## src/istore_pkg.sv

```systemverilog
package istore_pkg;

    // --------------------
    // Store geometry
    // --------------------
    localparam int istore_depth = 256;             // Words in the store.
    localparam int istore_idx_w = $clog2(istore_depth);

    // Byte addresses at or above this limit fall outside the store.
    localparam logic [31:0] istore_byte_limit = 32'd1024;

endpackage : istore_pkg

```

## src/axi_pkg.sv

```systemverilog
package axi_pkg;

    // --------------------
    // Bus widths
    // --------------------
    localparam int axi_data_w = 32;                // One instruction word per beat.
    localparam int axi_addr_w = 32;                // Byte address.
    localparam int axi_strb_w = axi_data_w / 8;    // One strobe per byte lane.
    localparam int axi_len_w  = 8;                 // Beats minus one, up to 256 beats.

    // --------------------
    // Burst types
    // --------------------
    // WRAP and the reserved code are refused by both controllers.
    localparam logic [1:0] burst_fixed = 2'b00;    // Same address every beat.
    localparam logic [1:0] burst_incr  = 2'b01;    // Address steps one word per beat.

    // --------------------
    // Responses
    // --------------------
    localparam logic [1:0] resp_okay   = 2'b00;
    localparam logic [1:0] resp_slverr = 2'b10;    // Bad address or unsupported burst.

endpackage : axi_pkg
```

## src/istore_wr_if.sv

```systemverilog
interface istore_wr_if;

    logic                              en;      // Write this cycle.
    logic [istore_pkg::istore_idx_w-1:0] idx;   // Word index.
    logic [axi_pkg::axi_data_w-1:0]    data;
    logic [axi_pkg::axi_strb_w-1:0]    strb;    // Byte enables.

    // The memory always accepts, so there is no ready.
    modport src (
        output en, idx, data, strb
    );

    modport mem (
        input en, idx, data, strb
    );

endinterface : istore_wr_if

```

## src/axi_write_ctrl.sv

```systemverilog
module axi_write_ctrl (
    input  logic                           clock,
    input  logic                           rst_n,
    input  logic [axi_pkg::axi_addr_w-1:0] awaddr,
    input  logic [axi_pkg::axi_len_w-1:0]  awlen,
    input  logic [1:0]                     awburst,
    input  logic                           awvalid,
    output logic                           awready,
    input  logic [axi_pkg::axi_data_w-1:0] wdata,
    input  logic [axi_pkg::axi_strb_w-1:0] wstrb,
    input  logic                           wvalid,
    output logic                           wready,
    output logic [1:0]                     bresp,
    output logic                           bvalid,
    input  logic                           bready,
    istore_wr_if.src                       wr
);

    logic [axi_pkg::axi_addr_w-1:0] addr;          // Byte address of the next beat.
    logic [axi_pkg::axi_len_w-1:0]  beats_left;    // Beats after the current one.
    logic                           incr;
    logic                           bad_burst;
    logic                           err;

    logic aw_fire;
    logic w_fire;
    logic b_fire;
    logic in_range;
    logic last_beat;

    assign aw_fire   = awvalid && awready;
    assign w_fire    = wvalid && wready;
    assign b_fire    = bvalid && bready;
    assign in_range  = addr < istore_pkg::istore_byte_limit;
    assign last_beat = beats_left == '0;

    // --------------------
    // Memory write
    // --------------------
    assign wr.en   = w_fire && in_range && !bad_burst;
    assign wr.idx  = addr[istore_pkg::istore_idx_w+1:2];
    assign wr.data = wdata;
    assign wr.strb = wstrb;

    assign bresp = err ? axi_pkg::resp_slverr : axi_pkg::resp_okay;

    // --------------------
    // FSM
    // --------------------
    // One-hot: idle is awready, data is wready, response is bvalid.
    // All three low only right after reset.
    always_ff @(posedge clock) begin
        if (!rst_n) begin
            awready <= 1'b0;
            wready  <= 1'b0;
            bvalid  <= 1'b0;
        end else if (aw_fire) begin
            awready <= 1'b0;
            wready  <= 1'b1;
        end else if (w_fire && last_beat) begin
            wready <= 1'b0;
            bvalid <= 1'b1;    // Length count ends the burst.
        end else if (b_fire) begin
            bvalid  <= 1'b0;
            awready <= 1'b1;
        end else if (!wready && !bvalid) begin
            awready <= 1'b1;   // Leave reset into idle.
        end
    end

    // Burst bookkeeping.
    always_ff @(posedge clock) begin
        if (aw_fire) begin
            addr       <= awaddr;
            beats_left <= awlen;
            incr       <= awburst == axi_pkg::burst_incr;
            bad_burst  <= awburst != axi_pkg::burst_incr && awburst != axi_pkg::burst_fixed;
            err        <= awburst != axi_pkg::burst_incr && awburst != axi_pkg::burst_fixed;
        end else if (w_fire) begin
            if (incr) begin
                addr <= addr + axi_pkg::axi_strb_w;    // Next word.
            end
            beats_left <= beats_left - 1'b1;
            if (!in_range) begin
                err <= 1'b1;                           // Beat dropped.
            end
        end
    end

endmodule : axi_write_ctrl

```

## src/flat_wrapper.sv

```systemverilog
// flat-port wrapper written by rule: the top's interface ports become plain ports
module axi_write_ctrl_flat 
  (clock, rst_n, awaddr, awlen, awburst, awvalid, awready, wdata, wstrb, wvalid, wready, bresp, bvalid, bready, wr_en, wr_idx, wr_data, wr_strb);
  istore_wr_if wr_i ();
  input  logic clock;
  input  logic rst_n;
  input  logic [axi_pkg::axi_addr_w-1:0] awaddr;
  input  logic [axi_pkg::axi_len_w-1:0] awlen;
  input  logic [1:0] awburst;
  input  logic awvalid;
  output logic awready;
  input  logic [axi_pkg::axi_data_w-1:0] wdata;
  input  logic [axi_pkg::axi_strb_w-1:0] wstrb;
  input  logic wvalid;
  output logic wready;
  output logic [1:0] bresp;
  output logic bvalid;
  input  logic bready;
  output wire logic [$bits(wr_i.en)-1:0] wr_en;
  output wire logic [$bits(wr_i.idx)-1:0] wr_idx;
  output wire logic [$bits(wr_i.data)-1:0] wr_data;
  output wire logic [$bits(wr_i.strb)-1:0] wr_strb;
  assign wr_en = wr_i.en;
  assign wr_idx = wr_i.idx;
  assign wr_data = wr_i.data;
  assign wr_strb = wr_i.strb;
  axi_write_ctrl u_core (.clock(clock), .rst_n(rst_n), .awaddr(awaddr), .awlen(awlen), .awburst(awburst), .awvalid(awvalid), .awready(awready), .wdata(wdata), .wstrb(wstrb), .wvalid(wvalid), .wready(wready), .bresp(bresp), .bvalid(bvalid), .bready(bready), .wr(wr_i));
endmodule
```

## config.mk

```make
export PLATFORM = sky130hd
export DESIGN_NAME = axi_write_ctrl_flat
export DESIGN_NICKNAME = d
export VERILOG_FILES = /design/src/istore_pkg.sv /design/src/axi_pkg.sv /design/src/istore_wr_if.sv /design/src/axi_write_ctrl.sv /design/src/flat_wrapper.sv
export SDC_FILE = /design/constraint.sdc
export NUM_CORES = 1
export LEC_CHECK = 0
export BUFFER_PORTS_ARGS = -buffer_cell sky130_fd_sc_hd__clkbuf_2
export CORE_ASPECT_RATIO = 1.4
export CORE_MARGIN = 3
export CORE_UTILIZATION = 45
export DETAILED_ROUTE_END_ITERATION = 10
export PLACE_DENSITY = 0.77
export SKIP_LAST_GASP = 1
export SLEW_MARGIN = 20
export SYNTH_ARGS = -nofsm -noshare
export SYNTH_HDL_FRONTEND = slang
export SYNTH_SLANG_ARGS = --single-unit
```

## constraint.sdc

```tcl
create_clock -name clock -period 2.4 [get_ports clock]
set_input_delay 0.24 -clock clock [delete_from_list [all_inputs] [get_ports clock]]
set_output_delay 0.24 -clock clock [all_outputs]
set_load 0.005 [all_outputs]
```

# Word-level counts from Yosys, hierarchy flattened
# Cells that the tools add are included.
# totals
ff_bits	46
latchBits	0
ramBits	0
romBits	0
inputBits	83
out_inout_bits	50
wordCells	55
memories	0
# classes
add_sub_neg	2
multipliers	0
div	0
order_cmp	1
n_eq_ne	3
shifts	0
n_mux	15
bitwise	3
reduce_logical	23
# op_table
operator	count
two-way mux 32 bit	3
adder 32 x 3 -> 32 bit, second input constant	1
less-than comparator 32 x 11 -> 1 bit, second input constant	1
two-way mux 8 bit	2
nonzero test 2 bit	6
two-way mux 1 bit	9
logical AND 1 bit	8
logical NOT 8 bit	1
AND reduction 2 bit	4
subtractor 8 x 1 -> 8 bit, second input constant	1
inequality test 2 x 1 -> 1 bit, second input constant	2
logical NOT 1 bit	3
NOT 1 bit	3
== test 2 x 1 -> 1 bit, second input constant	1
two-way mux 2 bit	1
OR reduction 2 bit	1

# Longest topological paths before layout
# Gate-level depths: netlist of run 1.
# depth
word_depth	4
ltp_mapped	6
depth_no_buf	6

# Least setup slack after synthesis of run 1
# No wires, ideal clock.
# synth_path
path_kind	reg-to-reg
startpoint	register u_core.addr[2] (netlist bit)
endpoint	register u_core.addr[24] (netlist bit) (data pin)
setup_time_ps	152
arrival_ps	1979
required_time_ps	2248
slack_ps	269
stages_incl_launch_ff	7
path_buffers	1
synth_period_minus_slack_ps	2131
cell_sequence	edfxtp_1 -> ha_1 -> nand4_2 -> or3_1 -> clkbuf_1 -> or4_1 -> a31oi_1
# synth_via
elab_chain_cells	4
# synth_lines
item	line_no	source
from (decl)	axi_write_ctrl.sv:19	logic [axi_pkg::axi_addr_w-1:0] addr;
from (signal assigned)	axi_write_ctrl.sv:74	addr <= awaddr;
from (signal assigned)	axi_write_ctrl.sv:81	addr <= addr + axi_pkg::axi_strb_w;
adder 32 x 3 -> 32 bit	axi_write_ctrl.sv:81	
two-way mux 32 bit	axi_write_ctrl.sv:80	if (incr) begin
two-way mux 32 bit	axi_write_ctrl.sv:79	end else if (w_fire) begin
two-way mux 32 bit	axi_write_ctrl.sv:73	if (aw_fire) begin
# Every way passes these cells. The select of a mux whose other input is x is not followed.
# A chain may end at the register's enable or synchronous reset.

# Worst setup path after layout of run 1
# Ends and elaborated chain as after synthesis.

==> flow_metrics.tcl, run 1 <==
set metrics [dict create \
    status "completed" \
    clock_sinks 44 \
    synth_compound_area_share_pct 11.30 \
    cts_made_buffers 5 \
    grt_pass1_wl_um 9873 \
    grt_overflow 0 \
    fmax_ghz 0.4547 \
    n_fill_cell 630 \
    ios 133 \
    yosysSeqAreaShare_pct 43.84 \
    rows 34 \
    final_nets 422 \
    die_w_um 74.38 \
    final.setup_skew_ns 0.01065 \
    synthSimpleGateAreaFrac_pct 22.68 \
    report.power.total_uw 1673 \
    cp-start-kind "flop" \
    grt_pass1_vias 2212 \
    clock_latency_ns 0.30 \
    p_leak_uw 0.001137 \
    ys_warn_count 0 \
    final_cells 409 \
    hold_violations 0 \
    dp_hpwl_um 4529 \
    num_vias 2280 \
    clk_pin_slew_ns 0.08 \
    drt-total-wl_um 5986 \
    setup_viol 0 \
    synth_top_family_by_area "simple AND/OR/NAND/NOR gates" \
    grt_usage_pct 16.72 \
    register_area_mm2 0.001291 \
    cts_tree "built" \
    root_buffer "clkbuf_8" \
    place.gp.congestion 0.8192 \
    ant_nets 0 \
    drc 0 \
    dieArea_mm2 0.007566 \
    endpoint_kind "flop" \
    ff2ff_path_depth 5 \
    ys_seq_elements 44 \
    cts_resized 0 \
    crit_type "reg2reg" \
    multiInputGateArea_mm2 0.001224 \
    maxCapViolations 0 \
    dr.pass1.iters 4 \
    synthXorXnorAreaFrac_pct 5.947 \
    grt_max_degree 31 \
    min_path_type "in2reg" \
    diodes 0 \
    start_util_pct 46.78 \
    htreeDepth 2 \
    antenna_found_initial 0 \
    required_ns 2.55 \
    rsz0062_at_grt "false" \
    yosysUniqueCellTypes 40 \
    core_area_mm2 0.006296 \
    synth_mux_area_share_pct 0 \
    avgSynthCellArea_um2 9.262 \
    drv_slew 0 \
    critPathMaxFanout 9 \
    hold_depth 1 \
    post_cts_buffers 0 \
    drive_gt1_share_pct 23.44 \
    wl_per_cell_um 14.64 \
    setup_tns_ns 0 \
    fin_crit_sh_pct 91.63 \
    place_inst 401 \
    clock_path_buffers 2 \
    cp_data_arrival_time_ns 2.35 \
    hold_buffers 0 \
    syn2layout_area_growth_pct 5.310 \
    synthCells 318 \
    min_period_ns 2.199 \
    fp.dieH_um 101.7 \
    vias_per_cell 5.575 \
    synth_fa_ha_area_share_pct 1.274 \
    synth_nets 404 \
    cellPowerDensity_mw_per_mm2 539.3 \
    synth_area_mm2 0.002945 \
    ir_worst_vdd_mv 0.3016 \
    drtIter0Drc 157 \
    numPortBuffers 57 \
]
==> cell usage in the layout, fill, tap and decap left out, types with 4 or more instances in the layout <==
| cell type | synthesis | routed |
|---|---|---|
| a21oi_1 | 5 | 5 |
| a31oi_1 | 13 | 13 |
| and2_1 | 4 | 4 |
| and4_1 | 5 | 5 |
| buf_4 | 46 | 13 |
| clkbuf_2 | 0 | 57 |
| clkbuf_8 | 0 | 5 |
| edfxtp_1 | 41 | 41 |
| inv_1 | 9 | 9 |
| nand2_1 | 40 | 40 |
| nand3_1 | 9 | 9 |
| nand4_1 | 7 | 7 |
| nor2_1 | 21 | 21 |
| nor3_1 | 5 | 5 |
| nor4_1 | 7 | 6 |
| o21ai_0 | 27 | 27 |
| o31ai_1 | 7 | 7 |
| or3_1 | 5 | 5 |
| or4_1 | 8 | 8 |
| xnor2_1 | 12 | 12 |
| xor2_1 | 8 | 8 |
==> metrics by stage <==
stage	worst slack, ns	hold WS (ns)	utilization [%]	area, um2
detailed placement	0.1980	0.4515	47.89	3015
finish	0.2009	0.1534	49.26	3102
global route	0.04870	0.1403	49.26	3102
CTS	0.08605	0.1394	49.17	3095
global placement	0.2696	0.4462	47.89	3015
floorplan	0.2693	0.3617	-	2945
==> power breakdown <==
part | switching, uW | internal [uW] | total (uW)
sequential | 50.9 | 916 | 967
clock | 246 | 207 | 453
combinational | 138 | 115 | 253
==> logic make-up (layout without fill, tap and decap cells) <==
family / Yosys count / in the layout
XOR/XNOR: 20 / 20
buffers and inverters: 68 / 87
adder cells (fa/ha/maj): 3 / 3
AND/OR/NAND/NOR: 126 / 126
other: 1 / 1
AO/OA/AOI/OAI: 56 / 56
flip-flops: 44 / 44
==> per-layer routing <==
layer / share of wire [%] / wire length [um] / GRT usage [%] / vias to the layer above
met5: 0 / 0 / 0 / -
met2: 53 / 3154 / 29.79 / 57
met4: 2.0 / 121 / 6.575 / 0
li1: - / - / - / 1145
met3: 4.3 / 256 / 3.575 / 10
met1: 41 / 2454 / 19.09 / 1068
==> synth_stat cells, drive strengths merged <==
master	count	area share, %
a21oi	5	0.85
a221o	1	0.34
a31oi	13	2.8
and2	4	0.85
and3	3	0.68
and4	5	1.5
and4b	1	0.34
buf	49	12
clkbuf	10	1.3
conb	1	0.13
dfxtp	3	2.0
edfxtp	41	42
ha	3	1.3
inv	9	1.1
nand2	40	5.1
nand2b	2	0.42
nand3	9	1.5
nand3b	1	0.25
nand4	9	2.3
nor2	21	2.7
nor2b	2	0.42
nor3	5	0.85
nor3b	2	0.51
nor4	7	1.5
nor4b	1	0.30
o21ai	27	4.6
o2bb2ai	1	0.30
o31a	1	0.30
o31ai	7	1.8
o41a	1	0.38
or3	5	1.1
or4	8	2.0
or4b	1	0.34
xnor2	12	3.6
xor2	8	2.4
==> flip-flops by register name (all words and copies together), names as in the netlist <==
signal,cells
u_core.addr,30
u_core.awready,1
u_core.bad_burst,1
u_core.beats_left,8
u_core.bvalid,1
u_core.err,1
u_core.incr,1
u_core.wready,1
==> cell type report <==
| class | instances | share of cell area (%) |
|---|---|---|
| tap | 72 | 2.904 |
| clock buffer | 8 | 2.582 |
| inverter | 9 | 1.089 |
| timing repair buffer | 70 | 12.34 |
| multi-input combinational | 206 | 39.45 |
| sequential | 44 | 41.63 |
==> critical path: stages, from the launching register on <==
cell and delay, ns:
edfxtp_1 0.43, ha_1 0.25, nand4_2 0.12, or3_1 0.52, or4_1 0.55, a31oi_1 0.18
==> final timing paths <==
| path | startpoint | to | slack (ns) |
|---|---|---|---|
| worst max-delay path | u_core.addr[2] | u_core.addr[24] | 0.20 |
| worst min-delay path | awburst[1] | u_core.bad_burst | 0.15 |
| worst max register to register | u_core.addr[2] | u_core.addr[24] | 0.20 |
| worst min register to register | u_core.awready | u_core.awready | 0.57 |
No activity file was read; power rests on OpenSTA's default activity.
==> run 2: changes to the inputs <==
Settings changed: CAP_MARGIN set to 15, PLACE_DENSITY 0.77 to 0.81.
==> flow_metrics.tcl, run 2 (synthesized netlist as in run 1, its figures left out) <==
set metrics [dict create \
    status "completed" \
    fp.dieH_um 101.7 \
    final_nets 425 \
    r2r_setup_slack_ns 0.14 \
    cts_made_buffers 5 \
    hold_violations 0 \
    grt_pass1_vias 2323 \
    cp-start-kind "flop" \
    fmax_ghz 0.4405 \
    dpl-instance-area_mm2 0.003050 \
    fin_crit_sh_pct 94.59 \
    critPathMaxFanout 5 \
    drtIter0Drc 191 \
    timing.rr.start "u_core.addr[11]" \
    largest_register "u_core.addr" \
    hold_start "awburst[1]" \
    clock_path_buffers 2 \
    place.gp.congestion 0.8019 \
    ios 133 \
    grt_overflow 0 \
    grt_pass1_wl_um 10040 \
    numPortBuffers 57 \
    report.power.total_uw 1723 \
    clock_latency_ns 0.30 \
    dp_hpwl_um 4451 \
    vias_per_cell 5.626 \
    p_leak_uw 0.001166 \
    hold_slack_ns 0.1454 \
    root_buffer "clkbuf_8" \
    drv_slew 0 \
    slew-limit-headroom_pct 55.60 \
    drc 0 \
    hold_buffers 0 \
    finalInstanceArea_mm2 0.003156 \
    cp_data_arrival_time_ns 2.03 \
    clk_pin_slew_ns 0.09 \
    start_util_pct 46.78 \
    ir_worst_vdd_mv 0.3945 \
    syn2layout_area_growth_pct 7.137 \
    diodes 0 \
    worstMarginPinSlew_ns 0.6653 \
    dr.pass1.iters 4 \
    cellPowerDensity_mw_per_mm2 546.1 \
    largest_reg_flops 30 \
    num_vias 2318 \
    clock_sinks 44 \
    grt_max_degree 37 \
    layout_common_cells "clkbuf_2, edfxtp_1, nand2_1" \
    die_w_um 74.38 \
    setup_tns_ns 0 \
    ff2ff_path_depth 4 \
    wl_per_cell_um 14.95 \
    cts_tree "built" \
    grt_usage_pct 16.87 \
    drt-total-wl_um 6161 \
    htreeDepth 2 \
    hold_depth 1 \
    place_inst 404 \
    largestRegisters "u_core.addr: 30 flops, u_core.beats_left: 8 flops" \
    maxCapViolations 0 \
    final.setup_skew_ns 0.009165 \
    min_period_ns 2.270 \
    ant_nets 0 \
    core_area_mm2 0.006296 \
    rsz0062_at_grt "false" \
    required_ns 2.16 \
    antenna_found_initial 0 \
    dieArea_mm2 0.007566 \
    drive_gt1_share_pct 25.29 \
    min_path_type "in2reg" \
    endpoint_kind "output port" \
    rows 34 \
    worstReg2RegEnd "u_core.addr[31]" \
    final_common_cell "clkbuf_2" \
    crit_type "reg2out" \
    final_cells 412 \
    setup_viol 0 \
    hold_path_end "u_core.bad_burst" \
]
-- run 2: cell types whose count changed in the layout (fill, tap and decap cells not counted), sizes merged --
cell | previous run | this run
buf | 13 | 16
clkinv | 0 | 2
clkbuf | 65 | 63
-- run 2: worst max-delay path: stages (launching register included) --
cell      delay (ns)
edfxtp_1        0.43
buf_4           0.18
nor4_2          0.31
nand4_1         0.19
nor4_2          0.23
nor3b_1         0.23
clkbuf_2        0.15
-- run 2: per-stage QoR --
stage	setup slack, ns	utilization (%)
floorplan	0.2693	-
global placement	0.2224	48.45
detailed placement	0.1720	48.45
CTS	0.03820	50.02
global route	0.01845	50.12
finish	0.1299	50.12
-- run 2: area by class of cell --
cell class,instances,area [um2]
repair buffers,73,417.9
fillers,605,3141
well taps,72,90.09
flip-flops and latches,44,1291
clock buffers,6,82.58
inverters,9,33.78
clock inverters,2,10.01
multi-input cells,206,1230
-- run 2: timing repair --
item                                    4_1_cts  5_1_grt
buffers inserted                              0        0
endpoints found under the setup margin        1        1
gates resized for setup                       1        1
-- run 2: layer usage --
metal | GRT usage (%) | vias to the layer above | wire, um
met3 | 3.774 | 13 | 399
met5 | 0 | - | 0
met1 | 18.40 | 1084 | 2351
met4 | 7.945 | 0 | 120
li1 | - | 1148 | -
met2 | 30.20 | 73 | 3288
-- run 2: power breakdown --
| group | internal (uW) | switching [uW] |
|---|---|---|
| Clock | 230 | 266 |
| Combinational | 119 | 143 |
| Sequential | 916 | 48.5 |
| Total | 1270 | 458 |
-- run 2: how the worst max path moves through the flow --
stage                               start  cells past startpoint         endpoint  slack, ns
final                     u_core.addr[10]                      6            wr_en       0.13
after global placement     u_core.addr[2]                      4  u_core.addr[31]       0.22
after detailed placement   u_core.addr[2]                      4  u_core.addr[31]       0.17
after global routing      u_core.addr[10]                      6            wr_en       0.02
after floorplan            u_core.addr[2]                      6  u_core.addr[24]       0.27
after CTS                 u_core.addr[10]                      6            wr_en       0.04
==> run 3: changes to the inputs <==
Settings changed: CORE_MARGIN 3 to 10, CTS_CLUSTER_DIAMETER set to 60.
==> flow_metrics.tcl, run 3 (synthesized netlist as in run 1, its figures left out) <==
set metrics [dict create \
    ff2ff_path_depth 4 \
    diodes 0 \
    seq_power_share_pct 48.1 \
    rows 34 \
    hold_buffers 0 \
    start_util_pct 46.78 \
    critPathCapture "u_core.addr[31]" \
    syn2layout_area_growth_pct 9.176 \
    endpoint_kind "flop" \
    largest_reg_flops 30 \
    rsz0062_at_grt "false" \
    place.gp.congestion 0.8063 \
    fmax_ghz 0.4378 \
    cp-startpoint "u_core.addr[10]" \
    dieArea_mm2 0.01023 \
    cellPowerDensity_mw_per_mm2 625.5 \
    grt_usage_pct 12.75 \
    fin_crit_sh_pct 95.17 \
    ios 133 \
    hold_violations 0 \
    root_buffer "clkbuf_8" \
    ir_worst_vdd_mv 0.4799 \
    p_int_uw 1553 \
    cts_tree "built" \
    crit_type "reg2reg" \
    multiInputGateArea_mm2 0.001244 \
    final_nets 424 \
    die_w_um 88.38 \
    htreeDepth 2 \
    min_period_ns 2.284 \
    timing.rr.start "u_core.addr[10]" \
    antenna_found_initial 0 \
    num_vias 2272 \
    slew-limit-headroom_pct 66.24 \
    clock_path_buffers 2 \
    layout_common_cells "clkbuf_2, edfxtp_1, nand2_1" \
    clk_pin_slew_ns 0.09 \
    dr.pass1.iters 4 \
    worstReg2RegEnd "u_core.addr[31]" \
    pwr-share-clk_pct 39.2 \
    dpl-instance-area_mm2 0.003030 \
    drt-total-wl_um 6566 \
    p_leak_uw 0.001190 \
    n_fill_cell 584 \
    cts_made_buffers 5 \
    min_path_type "in2reg" \
    setup_tns_ns 0 \
    p_sw_uw 458.1 \
    fp.dieH_um 115.7 \
    final_common_cell "clkbuf_2" \
    status "completed" \
    grt_pass1_wl_um 10670 \
    critPathMaxFanout 15 \
    maxCapViolations 0 \
    largestRegisters "u_core.addr: 30 flops, u_core.beats_left: 8 flops" \
    r2r_setup_slack_ns 0.12 \
    worstMarginPinSlew_ns 0.5059 \
    final.setup_skew_ns 0.009749 \
    grt_pass1_vias 2316 \
    cp-start-kind "flop" \
    wl_per_cell_um 15.98 \
    core_area_mm2 0.006296 \
    ant_nets 0 \
    grt_max_degree 31 \
    drv_slew 0 \
    numPortBuffers 57 \
    report.power.total_uw 2011 \
    setup_viol 0 \
    clock_sinks 44 \
    drive_gt1_share_pct 25.37 \
    drtIter0Drc 145 \
    vias_per_cell 5.528 \
    combPwrFrac_pct 12.7 \
    required_ns 2.46 \
    clock_latency_ns 0.30 \
    drc 0 \
    register_area_mm2 0.001291 \
    largest_register "u_core.addr" \
    finalInstanceArea_mm2 0.003216 \
    dp_hpwl_um 4980 \
    power_switching_share_pct 22.77 \
    grt_overflow 0 \
    cp_data_arrival_time_ns 2.34 \
]
## run 3: cell count changes in the layout (fill, tap and decap cells not counted), sizes merged
cell	before	now
bufinv	0	3
clkinv	2	0
buf	16	15
clkbuf	63	62
## run 3: layer usage
metal | track usage, % | routed length, um
met3 | 4.565 | 568
met4 | 4.541 | 69
met2 | 22.28 | 3359
met1 | 13.79 | 2568
met5 | 0 | 0
## run 3: final cells by class
| cell class | count | share of cell area (%) |
|---|---|---|
| Clock inverter | 3 | 2.802 |
| Sequential cell | 44 | 40.16 |
| Multi-Input combinational cell | 206 | 38.68 |
| Clock buffer | 5 | 2.140 |
| Tap cell | 72 | 2.802 |
| Timing Repair Buffer | 72 | 12.37 |
| Inverter | 9 | 1.051 |
## run 3: power groups by stage
stage / Sequential [uW] / Combinational, uW / Clock, uW
2_1_floorplan: 974 / 214 / 0
3_3_place_gp: 979 / 248 / 0
3_5_place_dp: 983 / 256 / 0
4_1_cts: 965 / 259 / 808
5_1_grt: 975 / 292 / 823
6_report: 968 / 256 / 788
## run 3: stage by stage
| step | hold WS (ns) | worst slack, ns | std cells | utilization, % |
|---|---|---|---|---|
| global route | 0.1400 | 0.02680 | 411 | 51.07 |
| floorplan | 0.3617 | 0.2693 | 318 | - |
| detailed placement | 0.4505 | 0.1529 | 403 | 48.13 |
| global placement | 0.4478 | 0.1793 | 403 | 48.13 |
| finish | 0.1514 | 0.1159 | 411 | 51.07 |
| CTS | 0.1363 | 0.03062 | 411 | 50.66 |
## run 3: what timing repair did
action | 4_1_cts | 5_1_grt
hold endpoints to repair | 0 | 0
gates resized for setup | 0 | 4
endpoints found under the setup margin | 0 | 1
setup buffers | 0 | 0
## run 3: worst min-delay path by stage
stage	startpoint	to	slack, ns	depth (start not counted)
after floorplan	rst_n	u_core.bvalid	0.36	1
after global placement	awburst[1]	u_core.bad_burst	0.45	1
after detailed placement	awburst[1]	u_core.bad_burst	0.45	1
after CTS	awburst[1]	u_core.bad_burst	0.14	1
after global routing	awburst[1]	u_core.bad_burst	0.14	1
final	awburst[1]	u_core.bad_burst	0.15	1
## run 3: critical path, stage by stage, from the launching register on
cell,delay [ns]
edfxtp_1,0.48
nand4_2,0.14
or4b_1,0.77
o41a_1,0.41
a221o_1,0.26
